--- src/logic/lsu_pkg.sv ---
// data memory shared types
package lsu_pkg;

   localparam int mem_bytes = 4096;
   localparam int addr_w    = 12;
   localparam int data_w    = 32;

   // code 0 is reserved and never legal on the SRAM
   typedef enum logic [2:0] {
      size_byte = 3'd1,
      size_half = 3'd2,
      size_word = 3'd3
   } lsu_size_t;

   typedef struct packed {
      logic [addr_w-1:0] addr;
      lsu_size_t         size;
      logic              we;
      logic              signed_ld;   // sign-extend byte and half loads
      logic [data_w-1:0] wdata;
   } lsu_req_t;

   typedef struct packed {
      logic [data_w-1:0] rdata;
      logic              fault;
   } lsu_rsp_t;

   // limit needs one extra bit so that it can hold mem_bytes itself
   typedef struct packed {
      logic [addr_w-1:0] base;
      logic [addr_w:0]   limit;
   } win_t;

   typedef enum logic [1:0] {
      sel_base   = 2'd0,
      sel_limit  = 2'd1,
      sel_faults = 2'd2
   } cfg_sel_t;

   typedef struct packed {
      logic              write;
      cfg_sel_t          sel;
      logic [data_w-1:0] wdata;
   } cfg_cmd_t;

endpackage

--- src/logic/lsu_ctrl.sv ---
// load store access controller
`timescale 1ns/10ps

module lsu_ctrl (
   input  logic                       clk,
   input  logic                       rst_n,
   input  logic                       req_valid,
   output logic                       req_ready,
   input  lsu_pkg::lsu_req_t          req,
   output logic                       rsp_valid,
   input  logic                       rsp_ready,
   output lsu_pkg::lsu_rsp_t          rsp,
   input  lsu_pkg::win_t              win,
   output logic                       fault_pulse,
   output logic [lsu_pkg::addr_w-1:0] addr,
   output lsu_pkg::lsu_size_t         size,
   output logic [lsu_pkg::data_w-1:0] wdata,
   output logic                       wr_valid,
   output logic                       rd_ready,
   input  logic                       wr_ready,
   input  logic                       rd_valid,
   input  logic [lsu_pkg::data_w-1:0] rdata
);
   import lsu_pkg::*;

   typedef enum logic [1:0] {
      st_idle,
      st_issue,
      st_wait,
      st_resp
   } state_t;

   state_t            state;
   lsu_req_t          req_q;
   logic              accept;
   logic              misaligned;
   logic              in_window;
   logic              bad_req;
   logic [addr_w:0]   acc_bytes;
   logic [addr_w:0]   acc_end;
   logic              sram_done;
   logic [data_w-1:0] ld_data;

   // checks run on the incoming request so a fault can answer one cycle later
   always_comb begin
      acc_bytes  = (addr_w+1)'(1);
      misaligned = 1'b0;
      case (req.size)
         size_half: begin
            acc_bytes  = (addr_w+1)'(2);
            misaligned = req.addr[0];
         end
         size_word: begin
            acc_bytes  = (addr_w+1)'(4);
            misaligned = |req.addr[1:0];
         end
         default: begin
         end
      endcase
   end

   assign acc_end   = {1'b0, req.addr} + acc_bytes;
   assign in_window = (req.addr >= win.base) && (acc_end <= win.limit);
   assign bad_req   = misaligned || !in_window;

   assign req_ready   = (state == st_idle);
   assign accept      = req_valid && req_ready;
   assign fault_pulse = accept && bad_req;
   assign rsp_valid   = (state == st_resp);

   assign addr     = req_q.addr;
   assign size     = req_q.size;
   assign wdata    = req_q.wdata;
   assign wr_valid = (state == st_issue) && req_q.we;
   assign rd_ready = (state == st_issue) && !req_q.we;

   assign sram_done = req_q.we ? wr_ready : rd_valid;

   always_comb begin
      case (req_q.size)
         size_byte: ld_data = {{24{req_q.signed_ld & rdata[7]}}, rdata[7:0]};
         size_half: ld_data = {{16{req_q.signed_ld & rdata[15]}}, rdata[15:0]};
         default:   ld_data = rdata;
      endcase
   end

   always_ff @(posedge clk or negedge rst_n) begin
      if (!rst_n) begin
         state <= st_idle;
      end else begin
         case (state)
            st_idle:  if (accept) state <= bad_req ? st_resp : st_issue;
            st_issue: state <= st_wait;
            st_wait:  if (sram_done) state <= st_resp;
            st_resp:  if (rsp_ready) state <= st_idle;
            default:  state <= st_idle;
         endcase
      end
   end

   always_ff @(posedge clk) begin
      if (accept) begin
         req_q <= req;
         rsp   <= '{rdata: '0, fault: bad_req};
      end else if (state == st_wait && sram_done) begin
         rsp <= '{rdata: (req_q.we ? '0 : ld_data), fault: 1'b0};   // stores answer zero
      end
   end

   chk_one_strobe: assert property (@(posedge clk) disable iff (!rst_n)
      !(wr_valid && rd_ready))
      else $error("read and write strobes raised together");

   chk_rsp_hold: assert property (@(posedge clk) disable iff (!rst_n)
      (rsp_valid && !rsp_ready) |=> (rsp_valid && $stable(rsp)))
      else $error("response changed while stalled");

endmodule

--- config.mk ---
export PLATFORM = sky130hd
export DESIGN_NAME = lsu_ctrl
export DESIGN_NICKNAME = d
export VERILOG_FILES = /design/src/logic/lsu_pkg.sv /design/src/logic/lsu_ctrl.sv
export SDC_FILE = /design/constraint.sdc
export NUM_CORES = 1
export LEC_CHECK = 0
export BUFFER_PORTS_ARGS = -buffer_cell sky130_fd_sc_hd__buf_2
export CAP_MARGIN = 20
export CORE_MARGIN = 8
export CORE_UTILIZATION = 47
export CTS_CLUSTER_DIAMETER = 40
export DETAILED_ROUTE_END_ITERATION = 10
export MAX_ROUTING_LAYER = met4
export PLACE_DENSITY = 0.81
export SYNTH_ARGS = -nofsm -noshare
export SYNTH_HDL_FRONTEND = slang
export SYNTH_SLANG_ARGS = --single-unit
--- constraint.sdc ---
create_clock -name clk -period 3.24 [get_ports clk]
set_input_delay 0.324 -clock clk [delete_from_list [all_inputs] [get_ports clk]]
set_output_delay 0.324 -clock clk [all_outputs]
set_load 0.005 [all_outputs]
==> impl_results.md <==
- RePlAce Congestion: roughly 0.88
- Clock Skews: about 0.016 ns
- Post-Synth XOR/XNOR Area: 0.0212
- GRT Max-Usage Layer: met2
- Mux contribution to synthesized area: 0
- Slowest Stage Delay on Critical Path: around 0.30 ns
- Average routed wire per standard cell: 16.0 µm
- Crit Path Max Fanout: 3
- Clock transition at the registers of the reported paths: roughly 0.090 ns
- Crit start category: primary input
- Post-synth ARST share: 0.0238
- Clk_lat worst skew: between 0.3 and 0.4 ns
- Pin count of the biggest net entering global routing: 50
- Maxcap violations: 0
- Post-Synthesis Cells: approximately 390
- Pwr dens: 651 nW/µm²
- CP dominant cell by count: nor2_1
- Endpoint class of the critical path: output port
- Vias: ~3200
- Synth Cell Area: approximately 4100 µm²
- ANT cells: 0
- Final min period: around 3.2 ns
- Syn avg cell area: between 10 and 15 µm²
- DPL Wire Length: around 9000 µm
- Synth Area in Simple Gates: 0.104
- DP Worst Slack: -0.312 ns
- CTS buffer count: 9
- GR Layer Usage met3: 0.0422
- Synth Area in Adders: 0.102
- DRT Pass-1 Iters: 4
- Placed insts: around 650
- Global-route wire length before repair: roughly 16000 µm
- Vias in the first global route: around 3400
- Worst Max-Slew Pin Slew: roughly 1.0 ns
- Share of layout cells above drive strength 1: 0.432
- FILL cells: roughly 730
- Initial antenna violation count: 0
- Antenna-violating nets left: 0
- Post-synth EDFFs: 50
- Final period utilization: 0.995
- Worst EP arrival: between 2 and 3 ns
- Design Area, Final: approximately 5200 µm²
- Die area: ~12000 µm²
- Register area share after synthesis: 0.531
- Max Root-Sink Buffers: 2
- Nets: 695
- TritonCTS clock tree: yes
- Synth-to-layout area growth: 26.8%
- Post-Layout Cell Count: around 660
- Distinct cells, synth: 38
- Fin. Hold Viols: 0
- Initial core utilization: 0.478
- Port-buffer cells: slightly below 200
- Worst path cell trace: buf_2, nand2b_4, buf_4, nor2_1, ha_1, a21o_1, nand2b_1, nor2_1, xor2_1, ha_1, nand4_1, nor2_1, a2bb2oi_2, nor4_4, nor2_1, buf_2
- Leak Pwr: approximately 2.6 nW
- Hold Path Class: primary input to flop
- Net count after synthesis: between 500 and 600
- Yosys warns: 0
- Number of remaining DRC errors: 0
- First DRT Iteration DRCs: between 150 and 200
- Met1 Track Usage GR: 0.183
- Row count: 34
- Pins Over Slew Limit: 0
- CTS root buffer: clkbuf_8
- Critical path type: primary input to output port
- H-tree depth: 3
- Final setup fails: 0
- GRT Util Overall: 0.174
- Status: finished, final reports clean
- Met2 global-route usage: 0.313
- FF+latch count, synth: 84
- Via density: 4.85
- Compound-gate portion of the synthesized area: 0.115
- Total gr overflow: 0
- Clk sinks: 84
- Main combinational cell family by area after synthesis: buffers and inverters
- Ys flop type: edfxtp_1
- Area of the core: 8640 µm²
- Slew margin rel.: 0.336
- IO Pins: just under 200
- Final setup margin: 0.0151 ns
- Unrepaired setup endpoints after global routing: yes
- WL final: around 11000 µm
- Worst EP required: approximately 3 ns
- Critical path's slowest cell: ha_1
- Max frequency: ~310 MHz
- DIE HEIGHT: about 110 µm
- Post-DP Area: roughly 5000 µm²
- Die width: roughly 110 µm
- Peak VDD IR: ~0.39 mV
## cells in the mapped netlist (2+ instances only)
library cell | instances | area, µm²
edfxtp_1 | 50 | 1500
buf_4 | 47 | 353
inv_1 | 38 | 143
nand2_1 | 35 | 131
dfxtp_1 | 32 | 641
ha_1 | 32 | 400
nor2_1 | 28 | 105
o21ai_1 | 25 | 125
a21oi_1 | 22 | 110
a22o_1 | 8 | 70.1
xnor2_1 | 8 | 70.1
nand4_1 | 6 | 37.5
a21o_1 | 5 | 37.5
nand2b_1 | 5 | 31.3
and3_1 | 4 | 25.0
clkbuf_1 | 4 | 15.0
nand3_1 | 4 | 20.0
o21ai_0 | 4 | 20.0
buf_2 | 3 | 15.0
nor2b_1 | 3 | 18.8
a2111oi_2 | 2 | 30.0
dfrtp_1 | 2 | 50.1
o21a_1 | 2 | 15.0
xor2_1 | 2 | 17.5
## logic make-up (layout without fill, tap and decap cells)
kind of cell,after synthesis,after routing
AND/OR/NAND/NOR,92,92
AO/OA/AOI/OAI,74,74
XOR/XNOR,10,10
adder cells (fa/ha/maj),33,33
buffers and inverters,92,262
flip-flops,84,84
## area by class of cell
cell class                      instances  area, µm²  share of cell area
Clock buffer                           11        163              0.0311
Clock inverter                          5       40.0             0.00765
Inverter                               38        143              0.0273
Multi-Input combinational cell        209       1490               0.284
Sequential cell                        84       2190               0.419
Tap cell                              108        135              0.0258
Timing Repair Buffer                  208       1070               0.205
## worst max-delay path, delay by kind of cell
| family | cells | cell delay, ns |
|---|---|---|
| buffers and inverters | 3 | 0.38 |
| AOI/OAI and AO/OA | 2 | 0.32 |
| and+or+nand+nor | 8 | 1.13 |
| xor gates and xnor gates | 1 | 0.14 |
| adders and majority gates | 2 | 0.60 |
## metal layers
| metal | part of all wire | vias up |
|---|---|---|
| li1 | - | 1602 |
| met1 | 0.38 | 1485 |
| met2 | 0.53 | 114 |
| met3 | 0.065 | 17 |
| met4 | 0.021 | 0 |
| met5 | 0 | - |
## where the power goes
group | internal [mW] | total, mW | switching [mW]
clock | 0.354 | 0.732 | 0.379
sequential | 1.48 | 1.61 | 0.129
combinational | 0.471 | 1.07 | 0.595
## registers in the layout, summed over array words and instances, names as in the netlist
name   cells
addr      12
req_q      2
rsp       33
size       3
state      2
wdata     32
## path summary, 6_finish.rpt
check / slack (ns) / from / depth (start not counted) / end
min: 0.16 / req[15] / 1 / wdata[15]
max in group asynchronous: 2.87 / rst_n / 2 / state[0]
max reg2reg: 1.14 / state[1] / 4 / wdata[28]
min reg2reg: 0.45 / rsp[31] / 2 / rsp[31]
min in group asynchronous: 0.28 / rst_n / 2 / state[1]
max: 0.02 / req[36] / 16 / fault_pulse
## cell usage in the layout, fill, tap and decap left out, types with 2 or more instances in the layout
cell type	Yosys	final
edfxtp_1	50	50
and3_1	4	3
inv_1	38	36
nand2_1	35	35
nand4_1	6	6
nor2_1	28	28
nor2b_1	3	3
nand3_1	4	4
buf_2	3	196
o21ai_1	25	26
a21oi_1	22	20
xor2_1	2	2
nand2b_4	1	3
inv_6	0	2
a2111oi_4	1	2
a22o_1	8	8
clkbuf_8	0	10
dfxtp_1	32	32
o21ai_0	4	3
nand2b_1	5	3
o21a_1	2	2
ha_1	32	31
clkinv_4	0	2
buf_4	47	11
dfrtp_1	2	2
a21o_1	5	5
xnor2_1	8	8
inv_2	0	2
## repair_timing
| item | in CTS | in global routing |
|---|---|---|
| hold endpoints to repair | 2 | 0 |
| setup buffers | 1 | 0 |
| pin swaps | 12 | 2 |
| resized for setup | 11 | 3 |
| endpoints found under the setup margin | 1 | 1 |
| hold buffers | 1 | 0 |
## per-stage QoR
step                power [mW]  utilization  hold slack (ns)  TNS, ns
global placement          2.64        0.573            0.111   -0.173
CTS                       3.45        0.605            0.136        0
finish                    3.41        0.606            0.159        0
detailed placement        2.71        0.573            0.110   -0.598
global route              3.64        0.606            0.124   -0.149
floorplan                 2.27            -           0.0284        0
No activity file was read; power rests on OpenSTA's default activity.
