**src/logic/lsu_pkg.sv**
```systemverilog
// data memory shared types
package lsu_pkg;

   localparam int mem_bytes = 4096;
   localparam int addr_w    = 12;
   localparam int data_w    = 32;

   // code 0 is reserved and never legal on the SRAM
   typedef enum logic [2:0] {
      size_byte = 3'd1,
      size_half = 3'd2,
      size_word = 3'd3
   } lsu_size_t;

   typedef struct packed {
      logic [addr_w-1:0] addr;
      lsu_size_t         size;
      logic              we;
      logic              signed_ld;   // sign-extend byte and half loads
      logic [data_w-1:0] wdata;
   } lsu_req_t;

   typedef struct packed {
      logic [data_w-1:0] rdata;
      logic              fault;
   } lsu_rsp_t;

   // limit needs one extra bit so that it can hold mem_bytes itself
   typedef struct packed {
      logic [addr_w-1:0] base;
      logic [addr_w:0]   limit;
   } win_t;

   typedef enum logic [1:0] {
      sel_base   = 2'd0,
      sel_limit  = 2'd1,
      sel_faults = 2'd2
   } cfg_sel_t;

   typedef struct packed {
      logic              write;
      cfg_sel_t          sel;
      logic [data_w-1:0] wdata;
   } cfg_cmd_t;

endpackage

```
**src/logic/mem_window_regs.sv**
```systemverilog
// window and fault count registers
`timescale 1ns/10ps

module mem_window_regs (
   input  logic                       clk,
   input  logic                       rst_n,
   input  logic                       cfg_req,
   input  lsu_pkg::cfg_cmd_t          cfg_cmd,
   output logic                       cfg_ack,
   output logic [lsu_pkg::data_w-1:0] cfg_rdata,
   output lsu_pkg::win_t              win,
   input  logic                       fault_pulse
);
   import lsu_pkg::*;

   win_t              win_q;
   logic [data_w-1:0] faults_q;
   logic              cfg_start;
   logic              cfg_wr;

   // one access per rising phase of req
   assign cfg_start = cfg_req && !cfg_ack;
   assign cfg_wr    = cfg_start && cfg_cmd.write;
   assign win       = win_q;

   always_ff @(posedge clk or negedge rst_n) begin
      if (!rst_n) begin
         cfg_ack <= 1'b0;
      end else if (cfg_start) begin
         cfg_ack <= 1'b1;
      end else if (!cfg_req && cfg_ack) begin
         cfg_ack <= 1'b0;
      end
   end

   always_ff @(posedge clk or negedge rst_n) begin
      if (!rst_n) begin
         win_q.base  <= '0;
         win_q.limit <= (addr_w+1)'(mem_bytes);   // whole memory open
      end else if (cfg_wr && cfg_cmd.sel == sel_base) begin
         win_q.base <= cfg_cmd.wdata[addr_w-1:0];
      end else if (cfg_wr && cfg_cmd.sel == sel_limit) begin
         win_q.limit <= cfg_cmd.wdata[addr_w:0];
      end
   end

   // a write clears the counter whatever the data, and it sticks at all ones
   always_ff @(posedge clk or negedge rst_n) begin
      if (!rst_n) begin
         faults_q <= '0;
      end else if (cfg_wr && cfg_cmd.sel == sel_faults) begin
         faults_q <= '0;
      end else if (fault_pulse && faults_q != '1) begin
         faults_q <= faults_q + 1'b1;
      end
   end

   always_ff @(posedge clk) begin
      if (cfg_start) begin
         case (cfg_cmd.sel)
            sel_base:   cfg_rdata <= data_w'(win_q.base);
            sel_limit:  cfg_rdata <= data_w'(win_q.limit);
            sel_faults: cfg_rdata <= faults_q;
            default:    cfg_rdata <= '0;
         endcase
      end
   end

   chk_ack_rise: assert property (@(posedge clk) disable iff (!rst_n)
      $rose(cfg_ack) |-> $past(cfg_req))
      else $error("cfg_ack raised without a pending cfg_req");

endmodule

```
**config.mk**
```make
export PLATFORM = sky130hd
export DESIGN_NAME = mem_window_regs
export DESIGN_NICKNAME = d
export VERILOG_FILES = /design/src/logic/lsu_pkg.sv /design/src/logic/mem_window_regs.sv
export SDC_FILE = /design/constraint.sdc
export NUM_CORES = 1
export LEC_CHECK = 0
export BUFFER_PORTS_ARGS = -buffer_cell sky130_fd_sc_hd__buf_2
export CAP_MARGIN = 20
export CORE_MARGIN = 3
export CORE_UTILIZATION = 30
export CTS_BUF_LIST = sky130_fd_sc_hd__clkbuf_4 sky130_fd_sc_hd__clkbuf_8 sky130_fd_sc_hd__clkbuf_16
export DETAILED_ROUTE_END_ITERATION = 8
export HOLD_SLACK_MARGIN = 0.02
export PLACE_DENSITY = 0.5
export SKIP_LAST_GASP = 1
export SLEW_MARGIN = 15
export SYNTH_ARGS = -nofsm -noshare
export SYNTH_HDL_FRONTEND = slang
export SYNTH_SLANG_ARGS = --single-unit
export TNS_END_PERCENT = 100
```
**constraint.sdc**
```tcl
create_clock -name clk -period 5.8 [get_ports clk]
set_input_delay 0.29 -clock clk [delete_from_list [all_inputs] [get_ports clk]]
set_output_delay 0.29 -clock clk [all_outputs]
set_load 0.05 [all_outputs]
```
==> impl_metrics.yaml, run 1 <==
power_and_ir_drop:
  power.density_nw_per_um2: 482
  clockPowerShare_pct: 26.8
  sw_frac_of_total_pct: 40.3
  pwr-share-seq_pct: 38.6
  p_leak_uw: 0.00211
  net-switching-power_uw: 987
  ir_worst_vdd_mv: 0.179
  p_comb_share_pct: 34.6
  power.internal_uw: 1460
route:
  via_per_inst: 4.91
  drt-total-wl_mm: 9.46
  num_vias: 2998
  drc: 0
  wire_per_inst_um: 15.5
  dr.pass1.iters: 4
  drtAntennaViolNets: 0
  drtIter0Drc: 193
synth:
  ys.flop_type: "dfrtp_1"
  yosysWarnings: 0
  netlist_instances: 352
  yosysUniqueCellTypes: 44
  synth_area_per_cell_um2: 11.8
  syn_nets: 393
  synth.area.top_cells: "dfrtp_1 34%, edfxtp_1 23%, mux2_2 7.1%"
  synth_top_cell_area_share_pct: 34.4
  ys_async_sr_fraction_pct: 64.4
  ys_ff_latch: 90
  syn_area_um2: 4150
  ys_seq_area_share_pct: 58.1
  synth_edf_count: 32
  synth.largest_area_cell: "dfrtp_1"
worst_setup_path:
  r2r-end: "win[23]"
  critical_path_required_ns: 6.02
  rrSetupSlack_ns: 3.18
  endpoint: "win[23]"
  rr_worst_depth: 5
  r2r_start: "cfg_ack"
  cp.arrival_ns: 2.85
  cp-start-kind: "flop"
  crit_type: "reg -> reg"
  cp_max_fo: 36
  crit_start: "cfg_ack"
  worst_setup_path_end_kind: "flop"
clock_network:
  cts.clk_slew.worst_paths_ns: 0.06
  htreeDepth: 3
  cts.sinks: 90
  cts_root_buf: "clkbuf_16"
  clock_path_buffers: 2
  cts_made_buffers: 9
  clock_latency_ns: 0.34
  tritoncts: "built"
  cts_hold_buffers: 0
  post_cts_buffers: 0
  post_cts_resized: 0
timing:
  rsz0062_at_grt: "false"
  setup_viol: 0
  holdWs_ns: 0.102
  worstMarginPinSlew_ns: 0.880
  tns_ns: 0
  post-route-min-period_ns: 2.62
  finalHoldViolations: 0
  maxSlewHeadroom_pct: 41.4
  fin_crit_sh_pct: 45.2
  fmax_mhz: 381
  slew_violations: 0
  fin_ws_ns: 3.18
  fin_skew_ns: 0.00513
global_route:
  antenna_found_initial: 1
  grt_pass1_vias: 2771
  grt_max_degree: 59
  grt_pass1_wl_mm: 15.2
  gr-total-overflow: 0
  grt_usage_pct: 13.0
floorplanning:
  start_util_pct: 31.0
  die_w_um: 124
  dieArea_um2: 15300
  die_y_um: 124
  coreArea_um2: 13400
  rows: 42
  ios: 97
final_layout:
  n_antenna_cell: 0
  instances_no_fill: 611
  nets: 471
  final_common_cell: "buf_2"
  layout_common_cells: "77 x buf_2, 57 x dfrtp_1, 38 x nand2_1, 32 x edfxtp_1, 26 x mux2_2"
  fin_area_um2: 5070
  syn_to_final_growth_pct: 22.2
  drive_above_1_share_pct: 32.2
placed_design:
  hpwl_mm: 6.42
  dp_cells: 594
  dp_slack_ns: 2.91
  portBuffers: 77
  placed_cell_area_um2: 4720
  place.gp.congestion: 0.733
hold_path:
  hold_path_class: "in -> async"
run:
  drv_cap: 0
run_status:
  outcome: "completed"
==> worst max-delay path, stage by stage, from the launching register on <==
cell and delay (ns):
dfrtp_1 0.39, inv_1 0.06, ha_2 0.76, nand2_1 0.23, nor3_4 0.65, mux2_2 0.41
==> stage by stage <==
stage | util, % | power (uW)
4_1_cts | 37.8 | 2470
5_1_grt | 37.9 | 2570
6_report | 37.9 | 2450
3_5_place_dp | 35.2 | 1820
2_1_floorplan | - | 1610
3_3_place_gp | 35.2 | 1800
==> how the worst min path moves through the flow <==
stage                     depth (start not counted)  slack (ns)       to
after floorplan                                   0      -0.006  cfg_ack
after global placement                            2        0.50   win[6]
after detailed placement                          2        0.51   win[6]
final                                             2        0.10   win[6]
after global routing                              2        0.18   win[6]
after CTS                                         2        0.15   win[6]
==> logic make-up after synthesis <==
group / Yosys count / synth area share (%)
AOI/OAI and AO/OA: 62 / 10.0
xor gates and xnor gates: 6 / 1.27
adders and majority gates: 2 / 0.603
buffers and inverters: 21 / 2.41
DFF: 90 / 58.1
muxes: 39 / 10.2
and+or+nand+nor: 132 / 17.4
==> synth_stat cells, drive strengths merged (7+ instances only) <==
library cell,count
mux2i,13
a21oi,19
or4,13
nand4,12
dfrtp,57
o21ai,24
mux2,26
clkbuf,10
edfxtp,32
and2,20
nand2,38
nor2,10
nand3,7
or3,14
==> state kept, by name, summed over array words and instances, names as in the netlist <==
| name | cells |
|---|---|
| cfg_ack | 1 |
| win | 25 |
| faults_q | 32 |
| cfg_rdata | 32 |
==> metal layers <==
layer,share of wire (%),up-vias,global-route usage [%]
li1,-,1467,-
met5,0.14,-,0
met4,1.6,2,4.91
met3,6.1,12,3.54
met1,48,1446,18.3
met2,44,71,19.3
==> final cells by class <==
cell class / count / area (um^2)
Fill cell: 1330 / 8330
Sequential cell: 90 / 2410
Multi-Input combinational cell: 241 / 1650
Timing Repair Buffer: 83 / 430
Clock buffer: 12 / 267
Tap cell: 176 / 220
Clock inverter: 4 / 72.6
Inverter: 5 / 18.8
==> power by group through the flow <==
stage	logic (uW)	registers (uW)	clock network (uW)
finish	847	945	655
global route	898	970	698
CTS	858	948	667
detailed placement	857	960	0
global placement	848	953	0
floorplan	192	1420	0
Note: power is estimated with default switching activity, not from simulation.
==> run 2, diff against run 1 <==
- clock period: 5.8 -> 2.7 ns (I/O delays scaled with it)
==> run 2 against run 1 <==
Clock power up 100%. Critical endpoint is now faults_q[3]. Largest cell class unchanged. Combinational power increased by 120%. Global-route usage grew 0.21 points. Clock skew increased by 0.0043 ns. Cell count grew 0.98%. Via count is 0.33% higher. Critical path depth is 2 higher.
==> impl_metrics.yaml, run 2 (synthesized netlist as in run 1, its figures left out) <==
final_layout:
  nets: 477
  layout_common_cells: "77 x buf_2, 57 x dfrtp_1, 38 x nand2_1, 32 x edfxtp_1, 26 x mux2_2"
  syn_to_final_growth_pct: 22.8
  drive_above_1_share_pct: 32.9
  final_common_cell: "buf_2"
  n_antenna_cell: 0
timing:
  worstMarginPinSlew_ns: 0.915
  fin_ws_ns: 0.447
  fin_crit_sh_pct: 83.4
  fin_skew_ns: 0.00946
  fmax_mhz: 444
  post-route-min-period_ns: 2.25
  tns_ns: 0
  rsz0062_at_grt: "false"
  finalHoldViolations: 0
  maxSlewHeadroom_pct: 39.0
  setup_viol: 0
  slew_violations: 0
hold_path:
  holdPathEnd: "win[12]"
  hold_path_class: "in -> reg"
  hp-start: "cfg_cmd[12]"
  min_path_cells: 2
clock_network:
  clock_latency_ns: 0.34
  cts_hold_buffers: 1
  cts_root_buf: "clkbuf_16"
  cts.sinks: 90
  clock_path_buffers: 2
  post_cts_buffers: 0
  cts.clk_slew.worst_paths_ns: 0.06
  cts_made_buffers: 9
  tritoncts: "built"
  post_cts_resized: 0
  htreeDepth: 3
global_route:
  grt_pass1_vias: 2949
  grt_usage_pct: 13.3
  antenna_found_initial: 0
  gr-total-overflow: 0
  grt_pass1_wl_mm: 15.6
  grt_max_degree: 38
route:
  wire_per_inst_um: 15.7
  drt-total-wl_mm: 9.71
  dr.pass1.iters: 4
  via_per_inst: 4.88
  drc: 0
  drtAntennaViolNets: 0
  drtIter0Drc: 162
  num_vias: 3008
run:
  drv_cap: 0
power_and_ir_drop:
  power.density_nw_per_um2: 1020
  p_leak_uw: 0.00213
  ir_worst_vdd_mv: 0.399
  p_total_uw: 5180
worst_setup_path:
  r2r-end: "faults_q[3]"
  r2r_start: "faults_q[0]"
  critical_path_required_ns: 2.89
  cp_max_fo: 28
  cp-start-kind: "flop"
  crit_type: "reg -> reg"
  rr_worst_depth: 7
  rrSetupSlack_ns: 0.45
  worst_setup_path_end_kind: "flop"
  cp.arrival_ns: 2.45
placed_design:
  place.gp.congestion: 0.741
  portBuffers: 77
  hpwl_mm: 6.68
  dp_slack_ns: 0.462
floorplanning:
  start_util_pct: 31.0
  coreArea_um2: 13400
  die_w_um: 124
  dieArea_um2: 15300
  ios: 97
  rows: 42
  die_y_um: 124
run_status:
  outcome: "completed"
-- run 2: worst max path at each step --
stage | from | end | slack, ns | depth (start not counted)
2_1_floorplan | cfg_ack | win[14] | 0.19 | 6
3_3_place_gp | faults_q[0] | faults_q[9] | 0.49 | 7
3_5_place_dp | faults_q[0] | faults_q[3] | 0.46 | 7
4_1_cts | faults_q[0] | faults_q[3] | 0.45 | 7
5_1_grt | faults_q[0] | faults_q[25] | 0.25 | 6
6_report | faults_q[0] | faults_q[3] | 0.45 | 7
-- run 2: per-stage QoR --
step           util, %  area [um^2]  instances  hold WS, ns
2_1_floorplan        -         4150        352       -0.161
3_3_place_gp      35.5         4760        599        0.306
3_5_place_dp      35.5         4760        599        0.324
4_1_cts           38.0         5090        616       0.0296
5_1_grt           38.0         5100        617       0.0335
6_report          38.0         5100        617       0.0384
-- run 2: report_power, final --
part           internal [uW]  switching [uW]
clock                    805             514
combinational            459            1370
sequential              1800             231
-- run 2: layout make-up --
type                            instances  area, um^2
Clock inverter                          3        46.3
Multi-Input combinational cell        241        1650
Fill cell                            1345        8300
Tap cell                              176         220
Clock buffer                           13         274
Inverter                                5        18.8
Sequential cell                        90        2410
Timing Repair Buffer                   89         478
-- run 2: per-layer routing --
metal,vias up,GRT usage [%],routed length [um]
met5,-,0,0
met2,63,20.4,4340
met4,0,4.78,152
met3,11,2.50,385
met1,1443,18.7,4830
li1,1491,-,-
-- run 2: critical path, cell delays in order (launching register included) --
cell     delay, ns
dfrtp_1       0.42
ha_1          0.21
nand2_1       0.14
or3_4         0.45
o41ai_4       0.34
buf_4         0.32
or3_1         0.17
a21oi_2       0.05
==> run 3, diff against run 2 <==
- clock period: 2.7 -> 2.2 ns (I/O delays scaled with it)
==> run 3 against run 2 <==
Fmax increased by 10%. Sequential share of layout area decreased by 2.7 points. Hold slack better by 0.14 ns. Critical path depth is 2 lower. Via count increased by 4.6%. Total power grew 24%. Cell count increased by 5.7%. Wire length rose by 2.0%. Design area increased by 6.2%. Largest cell class unchanged.
==> impl_metrics.yaml, run 3 (synthesized netlist as in run 1, its figures left out) <==
clock_network:
  tritoncts: "built"
  cts_root_buf: "clkbuf_16"
  cts_made_buffers: 9
  post_cts_buffers: 0
  clock_path_buffers: 2
  clock_latency_ns: 0.35
  htreeDepth: 3
  cts.clk_slew.worst_paths_ns: 0.07
  cts.sinks: 90
final_layout:
  syn_to_final_growth_pct: 30.3
  nets: 512
  regArea_um2: 2420
  multi_input_area_um2: 1660
  layout_common_cells: "77 x buf_2, 55 x dfrtp_1, 37 x nand2_1, 32 x edfxtp_1, 31 x buf_4"
  drive_above_1_share_pct: 35.9
  fillCellCount: 1321
  n_antenna_cell: 0
  final_common_cell: "buf_2"
timing:
  fin_ws_ns: 0.155
  fin_skew_ns: 0.0102
  slew_violations: 0
  maxSlewHeadroom_pct: 54.4
  fin_crit_sh_pct: 92.9
  tns_ns: 0
  fmax_mhz: 489
  rsz0062_at_grt: "false"
  post-route-min-period_ns: 2.04
  finalHoldViolations: 0
  worstMarginPinSlew_ns: 0.683
  setup_viol: 0
floorplanning:
  die_y_um: 124
  coreArea_um2: 13400
  rows: 42
  dieArea_um2: 15300
  ios: 97
  die_w_um: 124
  start_util_pct: 31.0
worst_setup_path:
  cp.arrival_ns: 2.31
  critical_path_required_ns: 2.47
  worst_setup_path_end_kind: "flop"
  cp_max_fo: 7
  crit_type: "reg -> reg"
  cp-start-kind: "flop"
global_route:
  gr-total-overflow: 0
  grt_pass1_wl_mm: 15.9
  grt_pass1_vias: 3124
  grt_max_degree: 34
  grt_usage_pct: 13.6
  antenna_found_initial: 0
placed_design:
  portBuffers: 77
  hpwl_mm: 6.96
  dp_slack_ns: 0.0571
  place.gp.congestion: 0.759
route:
  drc: 0
  num_vias: 3146
  drt-total-wl_mm: 9.90
  drtAntennaViolNets: 0
  via_per_inst: 4.83
  drtIter0Drc: 118
  wire_per_inst_um: 15.2
  dr.pass1.iters: 5
run_status:
  outcome: "completed"
power_and_ir_drop:
  ir_worst_vdd_mv: 0.575
  power.density_nw_per_um2: 1190
  p_leak_uw: 0.00230
  p_total_uw: 6420
hold_path:
  hold_path_class: "in -> reg"
run:
  drv_cap: 0
## run 3: cell count changes in the layout (fill, tap and decap cells not counted), moves of 2 or more
cell           delta
dlygate4sd3_1    +13
dfrtp_2           +2
clkinv_2          +2
buf_4            +20
dfrtp_1           -2
clkbuf_8          -3
## run 3: layout make-up
cell class / instances / share of cell area (%)
sequential: 90 / 44.6
inverter: 5 / 0.347
clock inverter: 7 / 1.43
tap: 176 / 4.07
multi-input combinational: 241 / 30.8
timing repair buffer: 124 / 14.6
clock buffer: 9 / 4.16
## run 3: worst max-delay path, cell delays in order (launching register included)
cell	delay, ns
dfrtp_2	0.42
nand4_2	0.17
buf_4	0.19
or3_1	0.49
or4_1	0.54
a21oi_1	0.15
## run 3: final timing paths
kind	startpoint	endpoint	slack [ns]	depth (start not counted)
max in group asynchronous	rst_n	faults_q[31]	1.24	3
worst max register to register	faults_q[5]	faults_q[15]	0.16	5
worst min-delay path	cfg_req	cfg_ack	0.18	3
worst min register to register	win[5]	win[5]	0.53	1
min in group asynchronous	rst_n	win[5]	0.34	2
worst max-delay path	faults_q[5]	faults_q[15]	0.16	5
## run 3: metal layers
layer	share of wire (%)	global-route usage, %	routed length (um)	vias to the layer above
met4	1.3	4.22	129	0
met3	4.5	3.54	450	10
li1	-	-	-	1551
met1	48	18.3	4730	1526
met5	0	0	0	-
met2	46	21.6	4600	59
## run 3: per-stage QoR
stage	cell area (um^2)	hold WS, ns	util, %	std cells
global route	5410	0.181	40.4	652
CTS	5390	0.179	40.2	651
floorplan	4170	-0.186	-	352
global placement	4950	0.187	36.9	621
finish	5410	0.180	40.4	652
detailed placement	4950	0.179	36.9	621
## run 3: report_power, final
part           switching [uW]  total, uW  internal [uW]
Combinational            1740       2380            638
Sequential                265       2470           2210
Clock                     671       1560            892
Total                    2680       6420           3740
## run 3: what timing repair did
action | in CTS | in global routing
endpoints found under the setup margin | 0 | 14
hold buffers | 14 | 0
resized for setup | 0 | 7
hold endpoints to repair | 49 | 0
